--- src/source/nano_pkg.sv ---
// Shared types of the core; fixed 32-bit words, 16 registers, one instruction format only
`default_nettype none

package nano_pkg;

   //////////////////////////////
   // Widths
   //////////////////////////////

   localparam int DW       = 32;             // Data word
   localparam int AW       = 32;             // Byte address
   localparam int IW       = 32;             // Instruction word
   localparam int REG_AW   = 4;              // Register index
   localparam int NUM_REGS = 1 << REG_AW;    // r0..r15
   localparam int IMM_W    = 16;             // Raw immediate field

   typedef logic [DW-1:0]     data_t;
   typedef logic [AW-1:0]     addr_t;
   typedef logic [IW-1:0]     insn_t;
   typedef logic [REG_AW-1:0] reg_addr_t;

   // Opcode values, anything above BEZ decodes as NOP
   typedef enum logic [3:0] {
      NOP  = 4'd0,
      ADD  = 4'd1,
      SUB  = 4'd2,
      AND  = 4'd3,
      OR   = 4'd4,
      XOR  = 4'd5,
      ADDI = 4'd6,
      ST   = 4'd7,                            // mem[rs1 + imm] = rs2
      BEZ  = 4'd8                             // Branch if rs1 == 0
   } opcode_e;

   // Field view of insn_t, msb first
   typedef struct packed {
      logic [3:0]       opcode;               // Raw, may be undefined
      reg_addr_t        rd;
      reg_addr_t        rs1;
      reg_addr_t        rs2;
      logic [IMM_W-1:0] imm;                  // Signed, word offset for BEZ
   } insn_fmt_s;

   //////////////////////////////
   // Stage payloads
   //////////////////////////////

   typedef struct packed {
      insn_t insn;                            // Word as returned by ibus
      addr_t pc;                              // Its fetch address
   } fetch_s;

   typedef struct packed {
      opcode_e   opcode;                      // Already mapped to a legal op
      reg_addr_t rd;
      data_t     op_a;                        // rs1 value
      data_t     op_b;                        // rs2 value
      data_t     imm;                         // Sign-extended
      addr_t     pc;
   } exec_op_s;

   typedef struct packed {
      logic  taken;
      addr_t target;                          // Only meaningful when taken
   } redirect_s;

   typedef struct packed {
      addr_t addr;
      data_t data;
   } store_s;

endpackage

`default_nettype wire

--- src/source/nano_regfile.sv ---
// 16 x 32-bit registers, combinational reads, write visible after the next clock edge, r0 fixed at zero
`timescale 1ns/10ps
`default_nettype none

module nano_regfile (
   input  logic                clk_i,
   input  logic                arst_n_i,
   input  nano_pkg::reg_addr_t rs1_addr_i,
   input  nano_pkg::reg_addr_t rs2_addr_i,
   output nano_pkg::data_t     rs1_data_o,
   output nano_pkg::data_t     rs2_data_o,
   input  logic                we_i,
   input  nano_pkg::reg_addr_t wr_addr_i,
   input  nano_pkg::data_t     wr_data_i
);
   import nano_pkg::*;

   data_t regs [NUM_REGS];                    // Architectural registers

   always_ff @(posedge clk_i or negedge arst_n_i) begin
      if (!arst_n_i) begin
         for (int i = 0; i < NUM_REGS; i++) begin
            regs[i] <= '0;                    // All registers start at zero
         end
      end else if (we_i && (wr_addr_i != '0)) begin
         regs[wr_addr_i] <= wr_data_i;        // Writes to r0 dropped
      end
   end

   // Async read ports, r0 hardwired
   assign rs1_data_o = (rs1_addr_i == '0) ? '0 : regs[rs1_addr_i];
   assign rs2_data_o = (rs2_addr_i == '0) ? '0 : regs[rs2_addr_i];

endmodule

`default_nettype wire

--- src/source/nano_ifu.sv ---
// Fetch unit; one ibus request outstanding, next fetch waits for retirement, RESET_PC must be word aligned
`timescale 1ns/10ps
`default_nettype none

module nano_ifu #(
   parameter nano_pkg::addr_t RESET_PC = 32'h0000_0000
) (
   input  logic                clk_i,
   input  logic                arst_n_i,
   output logic                ibus_req_o,
   output nano_pkg::addr_t     ibus_addr_o,
   input  logic                ibus_valid_i,
   input  nano_pkg::insn_t     ibus_rdata_i,
   output logic                fetch_valid_o,
   output nano_pkg::fetch_s    fetch_o,
   input  logic                retire_i,
   input  nano_pkg::redirect_s redirect_i
);
   import nano_pkg::*;

   typedef enum logic [1:0] {
      START,                                  // First cycle out of reset
      WAIT_INSN,                              // Request issued, word pending
      WAIT_RETIRE                             // Word handed to decode
   } ifu_state_e;

   ifu_state_e state_q;
   addr_t      pc_q;                          // Address of current fetch
   logic       req_q;                         // One-cycle request strobe

   always_ff @(posedge clk_i or negedge arst_n_i) begin
      if (!arst_n_i) begin
         state_q <= START;
         pc_q    <= RESET_PC;
         req_q   <= 1'b0;
      end else begin
         req_q <= 1'b0;                       // Strobe by default
         case (state_q)
            START: begin
               req_q   <= 1'b1;               // Fetch from RESET_PC
               state_q <= WAIT_INSN;
            end
            WAIT_INSN: begin
               if (ibus_valid_i) begin
                  state_q <= WAIT_RETIRE;     // Word forwarded this cycle
               end
            end
            WAIT_RETIRE: begin
               if (retire_i) begin
                  pc_q    <= redirect_i.taken ? redirect_i.target : pc_q + addr_t'(4);
                  req_q   <= 1'b1;            // Next fetch one cycle after retire
                  state_q <= WAIT_INSN;
               end
            end
            default: state_q <= START;
         endcase
      end
   end

   assign ibus_req_o    = req_q;
   assign ibus_addr_o   = pc_q;               // Stable until the next retire
   // Stray valids outside WAIT_INSN are dropped
   assign fetch_valid_o = ibus_valid_i && (state_q == WAIT_INSN);
   assign fetch_o.insn  = ibus_rdata_i;       // Passed straight through
   assign fetch_o.pc    = pc_q;

endmodule

`default_nettype wire

--- src/source/nano_idu.sv ---
// Decode unit; holds one instruction per fetch strobe, undefined opcodes become NOP, no hazard checks
`timescale 1ns/10ps
`default_nettype none

module nano_idu (
   input  logic                 clk_i,
   input  logic                 arst_n_i,
   input  logic                 fetch_valid_i,
   input  nano_pkg::fetch_s     fetch_i,
   output nano_pkg::reg_addr_t  rs1_addr_o,
   output nano_pkg::reg_addr_t  rs2_addr_o,
   input  nano_pkg::data_t      rs1_data_i,
   input  nano_pkg::data_t      rs2_data_i,
   output logic                 exec_valid_o,
   output nano_pkg::exec_op_s   exec_op_o
);
   import nano_pkg::*;

   insn_fmt_s insn;                           // Field view of the fetched word
   opcode_e   opcode;                         // Legalized opcode
   data_t     imm_sext;

   assign insn = fetch_i.insn;

   //////////////////////////////
   // Field decode
   //////////////////////////////

   always_comb begin
      case (insn.opcode)
         ADD, SUB, AND, OR, XOR, ADDI, ST, BEZ: begin
            opcode = opcode_e'(insn.opcode);
         end
         default: begin
            opcode = NOP;                     // Undefined maps to NOP
         end
      endcase
   end

   assign imm_sext   = {{(DW-IMM_W){insn.imm[IMM_W-1]}}, insn.imm};
   assign rs1_addr_o = insn.rs1;              // Regfile reads this cycle
   assign rs2_addr_o = insn.rs2;

   //////////////////////////////
   // Decode register
   //////////////////////////////

   always_ff @(posedge clk_i or negedge arst_n_i) begin
      if (!arst_n_i) begin
         exec_valid_o <= 1'b0;
      end else begin
         exec_valid_o <= fetch_valid_i;       // One cycle behind fetch
      end
   end

   always_ff @(posedge clk_i) begin
      if (fetch_valid_i) begin
         exec_op_o.opcode <= opcode;
         exec_op_o.rd     <= insn.rd;
         exec_op_o.op_a   <= rs1_data_i;      // Operands captured with the op
         exec_op_o.op_b   <= rs2_data_i;
         exec_op_o.imm    <= imm_sext;
         exec_op_o.pc     <= fetch_i.pc;
      end
   end

endmodule

`default_nettype wire

--- src/source/nano_ieu.sv ---
// Execute unit; every result, store and redirect is registered and appears one cycle after exec_valid
`timescale 1ns/10ps
`default_nettype none

module nano_ieu (
   input  logic                 clk_i,
   input  logic                 arst_n_i,
   input  logic                 exec_valid_i,
   input  nano_pkg::exec_op_s   exec_op_i,
   output logic                 retire_o,
   output nano_pkg::redirect_s  redirect_o,
   output logic                 wb_we_o,
   output nano_pkg::reg_addr_t  wb_addr_o,
   output nano_pkg::data_t      wb_data_o,
   output logic                 dbus_we_o,
   output nano_pkg::store_s     dbus_o
);
   import nano_pkg::*;

   data_t alu_res;
   logic  is_alu;                             // Writes rd
   logic  is_store;
   logic  br_taken;                           // BEZ with rs1 == 0
   logic  taken_q;
   addr_t target_q;

   //////////////////////////////
   // ALU
   //////////////////////////////

   always_comb begin
      case (exec_op_i.opcode)
         ADD:     alu_res = exec_op_i.op_a + exec_op_i.op_b;
         SUB:     alu_res = exec_op_i.op_a - exec_op_i.op_b;
         AND:     alu_res = exec_op_i.op_a & exec_op_i.op_b;
         OR:      alu_res = exec_op_i.op_a | exec_op_i.op_b;
         XOR:     alu_res = exec_op_i.op_a ^ exec_op_i.op_b;
         ADDI:    alu_res = exec_op_i.op_a + exec_op_i.imm;
         default: alu_res = '0;               // Not written back
      endcase
   end

   assign is_alu   = exec_op_i.opcode inside {ADD, SUB, AND, OR, XOR, ADDI};
   assign is_store = (exec_op_i.opcode == ST);
   assign br_taken = (exec_op_i.opcode == BEZ) && (exec_op_i.op_a == '0);

   //////////////////////////////
   // Retire stage
   //////////////////////////////

   always_ff @(posedge clk_i or negedge arst_n_i) begin
      if (!arst_n_i) begin
         retire_o  <= 1'b0;
         wb_we_o   <= 1'b0;
         dbus_we_o <= 1'b0;
         taken_q   <= 1'b0;
      end else begin
         retire_o  <= exec_valid_i;           // Every op retires, NOP too
         wb_we_o   <= exec_valid_i && is_alu;
         dbus_we_o <= exec_valid_i && is_store;
         taken_q   <= exec_valid_i && br_taken;
      end
   end

   always_ff @(posedge clk_i) begin
      if (exec_valid_i) begin
         wb_addr_o   <= exec_op_i.rd;
         wb_data_o   <= alu_res;
         dbus_o.addr <= exec_op_i.op_a + exec_op_i.imm;   // Byte address
         dbus_o.data <= exec_op_i.op_b;
         target_q    <= exec_op_i.pc + addr_t'(exec_op_i.imm << 2);  // Word offset
      end
   end

   assign redirect_o.taken  = taken_q;
   assign redirect_o.target = target_q;

endmodule

`default_nettype wire

--- src/source/nano_core.sv ---
// Core top level; single instruction in flight, ibus and dbus are strobes with no back-pressure
`timescale 1ns/10ps
`default_nettype none

module nano_core #(
   parameter nano_pkg::addr_t RESET_PC = 32'h0000_0000   // Word aligned
) (
   input  logic              clk_i,
   input  logic              arst_n_i,
   output logic              ibus_req_o,
   output nano_pkg::addr_t   ibus_addr_o,
   input  logic              ibus_valid_i,
   input  nano_pkg::insn_t   ibus_rdata_i,
   output logic              dbus_we_o,
   output nano_pkg::store_s  dbus_o
);
   import nano_pkg::*;

   logic      fetch_valid;                    // ifu -> idu
   fetch_s    fetch;
   reg_addr_t rs1_addr;                       // idu <-> regfile
   reg_addr_t rs2_addr;
   data_t     rs1_data;
   data_t     rs2_data;
   logic      exec_valid;                     // idu -> ieu
   exec_op_s  exec_op;
   logic      retire;                         // ieu -> ifu
   redirect_s redirect;
   logic      wb_we;                          // ieu -> regfile
   reg_addr_t wb_addr;
   data_t     wb_data;

   //////////////////////////////
   // Register file
   //////////////////////////////

   nano_regfile regfile0 (
      .clk_i(clk_i), .arst_n_i(arst_n_i),
      .rs1_addr_i(rs1_addr), .rs2_addr_i(rs2_addr),
      .rs1_data_o(rs1_data), .rs2_data_o(rs2_data),
      .we_i(wb_we), .wr_addr_i(wb_addr), .wr_data_i(wb_data));

   //////////////////////////////
   // Stage 1, fetch
   //////////////////////////////

   nano_ifu #(.RESET_PC(RESET_PC)) ifu (
      .clk_i(clk_i), .arst_n_i(arst_n_i),
      .ibus_req_o(ibus_req_o), .ibus_addr_o(ibus_addr_o),
      .ibus_valid_i(ibus_valid_i), .ibus_rdata_i(ibus_rdata_i),
      .fetch_valid_o(fetch_valid), .fetch_o(fetch),
      .retire_i(retire), .redirect_i(redirect));

   //////////////////////////////
   // Stage 2, decode
   //////////////////////////////

   nano_idu idu (
      .clk_i(clk_i), .arst_n_i(arst_n_i),
      .fetch_valid_i(fetch_valid), .fetch_i(fetch),
      .rs1_addr_o(rs1_addr), .rs2_addr_o(rs2_addr),
      .rs1_data_i(rs1_data), .rs2_data_i(rs2_data),
      .exec_valid_o(exec_valid), .exec_op_o(exec_op));

   //////////////////////////////
   // Stage 3, execute and store
   //////////////////////////////

   nano_ieu ieu (
      .clk_i(clk_i), .arst_n_i(arst_n_i),
      .exec_valid_i(exec_valid), .exec_op_i(exec_op),
      .retire_o(retire), .redirect_o(redirect),
      .wb_we_o(wb_we), .wb_addr_o(wb_addr), .wb_data_o(wb_data),
      .dbus_we_o(dbus_we_o), .dbus_o(dbus_o));

endmodule

`default_nettype wire

--- config.mk ---
export PLATFORM = sky130hd
export DESIGN_NAME = nano_core
export DESIGN_NICKNAME = d
export VERILOG_FILES = /design/src/source/nano_pkg.sv /design/src/source/nano_regfile.sv /design/src/source/nano_ifu.sv /design/src/source/nano_idu.sv /design/src/source/nano_ieu.sv /design/src/source/nano_core.sv
export SDC_FILE = /design/constraint.sdc
export NUM_CORES = 1
export LEC_CHECK = 0
export BUFFER_PORTS_ARGS = -buffer_cell sky130_fd_sc_hd__buf_2
export CORE_AREA = 8 8 292 294
export DETAILED_ROUTE_END_ITERATION = 12
export DIE_AREA = 0 0 300 302
export PLACE_DENSITY = 0.75
export RECOVER_POWER = 50
export SLEW_MARGIN = 15
export SYNTH_ARGS = -nofsm -noshare
export SYNTH_HDL_FRONTEND = slang
export SYNTH_SLANG_ARGS = --single-unit
--- constraint.sdc ---
create_clock -name clk_i -period 10.3 [get_ports clk_i]
set_input_delay 2.06 -clock clk_i [delete_from_list [all_inputs] [get_ports clk_i]]
set_output_delay 2.06 -clock clk_i [all_outputs]
set_load 0.05 [all_outputs]
==> metrics.csv <==
metric,value,unit
critPathBufInv,2,
nFillCells,6097,
worstPathCellList,clkbuf_1 -> nor3b_4 -> clkdlybuf4s25_1,
num_antenna_cells,0,
finalNetCount,3368,
io_buffers,132,
drt_pass1_iterations,8,
grt_pass1_vias,29834,
drc,0,
overflow,0,
cts.reportedPaths.clkPinSlew,0.06,ns
skew,0.0263,ns
die_w,300,um
grt_pass1_wl,182,mm
setup_violations,0,
rsz0062_at_grt,no,
pre_cts_slack,4.87,ns
viasPerCell,6.67,
holdPathStages,0,
cts_buffers,84,
synth-seq-cells,804,
dpl.hpwl,73.8,mm
hold_class,reg -> reg,
htreeDepth,3,
tightest_slew,7.26,ns
cts_sinks,804,
peakVddDrop,0.000136,V
hold_end,regfile0.regs[502]$_DFFE_PN0P_,
power.leakage,0.0206,uW
die_y,302,um
grt_max_degree,194,
cp_max_fo,122,
yosysSeqAreaShare,48.8,%
path_delay_family,buffers and inverters,
setup_ws,2.57,ns
max_freq,129,MHz
syn-num-nets,3356,
rrSetupSlack,3.63,ns
r2r-start,ifu.state_q[0]$_DFFE_PN0P_,
cts_hold_buf,0,
final_max_slew_viol_count,806,
finalHoldViolCount,0,
required,10.33,ns
avgSynthCellArea,13.9,um2
cts_tree,built,
slowest_delay,5.25,ns
antenna_left,0,
fp-row-count,105,
wl,118,mm
syn_area,0.0438,mm2
core,0.0809,mm2
clock_latency,0.64,ns
synth_edf_count,252,
grt_usage,26.0,%
cts_buffer_depth,3,
cts_setup_buffers,0,
rr_worst_depth,3,
period_needed,7.73,ns
ys_types,77,
relSlewSlack,-384,%
io_pins,133,
async_reset_ff_share,68.7,%
p_per_area,266,mW/mm2
start_util,54.1,%
post_cts_resized,0,
end_kind,flip-flop,
cpMaxStageDelayCell,clkdlybuf4s25_1,
num_vias,28730,
outcome,"finished, violations left",
antenna_found_initial,6,
yosys_warnings,0,
drv_cap,27,
worstPathArrival,7.76,ns
post-route-period-util,75.1,%
gp_congestion,0.907,
wl_per_cell,27.4,um
cts.root.buffer_cell,clkbuf_16,
tns,0,ns
violations,"capacitance limit, slew limit",
final_layout_size_suffix_gt1_share,34.1,%
hold_path_startpoint,regfile0.regs[502]$_DFFE_PN0P_,
start_kind,input port,
r2r_end,idu.exec_op_o[88]$_SDFFCE_PN0P_,
syn_inst,3161,
synthFlopType,dfrtp_1,
multi_input_area,0.0212,mm2
worstSetupPathType,in -> reg,
dr.first_iter.drc_count,2686,
dieArea,0.0906,mm2
regArea,0.0214,mm2
area_delta_synth_final,9.49,%
==> worst max-delay path by stage <==
stage                                    startpoint                               to  cells past startpoint
finish                                 ibus_valid_i  idu.exec_op_o[88]$_SDFFCE_PN0P_                      3
global route                           ibus_valid_i       idu.exec_valid_o$_DFF_PN0_                      3
CTS                 idu.exec_op_o[64]$_SDFFCE_PN0P_  ieu.wb_data_o[30]$_SDFFCE_PN0P_                     16
detailed placement                 ibus_rdata_i[16]  idu.exec_op_o[77]$_SDFFCE_PN0P_                      5
global placement                   ibus_rdata_i[16]  idu.exec_op_o[88]$_SDFFCE_PN0P_                      5
floorplan                              ibus_valid_i       idu.exec_valid_o$_DFF_PN0_                      1
==> metal layers <==
| metal | vias to the layer above | wire length, um | global-route usage (%) |
|---|---|---|---|
| met5 | - | 23 | 0 |
| met4 | 4 | 4070 | 9.20 |
| met3 | 296 | 10600 | 5.79 |
| met2 | 1395 | 57000 | 42.2 |
| met1 | 14949 | 46600 | 34.4 |
| li1 | 12086 | - | - |
==> flip-flops by register name, summed over array words and instances (netlist names), 2 cells and up <==
| name | cells |
|---|---|
| idu.exec_op_o | 120 |
| ifu.ibus_addr_o | 32 |
| ifu.state_q | 2 |
| ieu.target_q | 32 |
| ieu.dbus_o | 64 |
| ieu.wb_data_o | 32 |
| regfile0.regs | 512 |
| ieu.wb_addr_o | 4 |
==> through the flow <==
step                      cell area, um2  power (uW)  instances  hold WS [ns]  util (%)
after floorplan                    43800        8400       3161         0.400         -
after global placement             45400        9410       4157         0.376      56.1
after detailed placement           45400        9660       4157         0.383      56.1
after CTS                          48100       12700       4310         0.396      59.5
after global routing               48000       13400       4310         0.407      59.3
final                              48000       12800       4310         0.399      59.3
==> power by group <==
group          total [uW]  switching [uW]  internal [uW]
Combinational        4130            2040           2090
Sequential           5620            1040           4580
Clock                3010            1270           1740
==> Yosys cell counts, drive strengths merged, types with 21 or more instances <==
library cell  number  area (um2)
clkbuf           199         747
mux4             320        7210
and3              21         133
a22oi             34         255
o21ai            140         701
ha               157        1960
nor2b             76         475
mux2             486        5480
nand2b            21         131
nand3             40         200
a21o              49         368
nand2             76         285
dfrtp            552       13800
nor3              21         110
a21oi            135         676
xor2              28         245
buf               52         195
xnor2             80         701
edfxtp           252        7570
inv               90         338
nor2             107         402
==> worst register-to-register path, stage by stage, from the launching register on <==
cell	delay, ns
dfrtp_1	0.37
inv_1	0.10
nor3b_4	0.18
clkdlybuf4s25_1	5.25
==> layout make-up <==
class / count / area share, %
Clock buffer: 124 / 5.14
Sequential cell: 804 / 44.6
Inverter: 90 / 0.705
Tap cell: 1070 / 2.79
Multi-Input combinational cell: 2016 / 44.2
Clock inverter: 29 / 0.553
Timing Repair Buffer: 177 / 2.01
==> cell families (layout without fill, tap and decap cells) <==
family / after synthesis / count (layout) / share of synthesized area [%]
DFF: 804 / 804 / 48.8
and+or+nand+nor: 441 / 441 / 5.31
adders and majority gates: 160 / 160 / 4.62
muxes: 813 / 813 / 29.1
AOI/OAI and AO/OA: 494 / 494 / 7.04
buffers and inverters: 341 / 420 / 2.92
xor gates and xnor gates: 108 / 108 / 2.16
==> layout by cell type (no fill, tap or decap), drive strengths merged, types with 80 or more instances in the layout <==
master / netlist / final
a21oi: 135 / 135
ha: 157 / 157
buf: 52 / 146
mux2: 486 / 486
nor2: 107 / 107
inv: 90 / 92
mux4: 320 / 320
o21ai: 140 / 140
xnor2: 80 / 80
clkbuf: 199 / 154
dfrtp: 552 / 552
edfxtp: 252 / 252
Note: power is estimated with default switching activity, not from simulation.
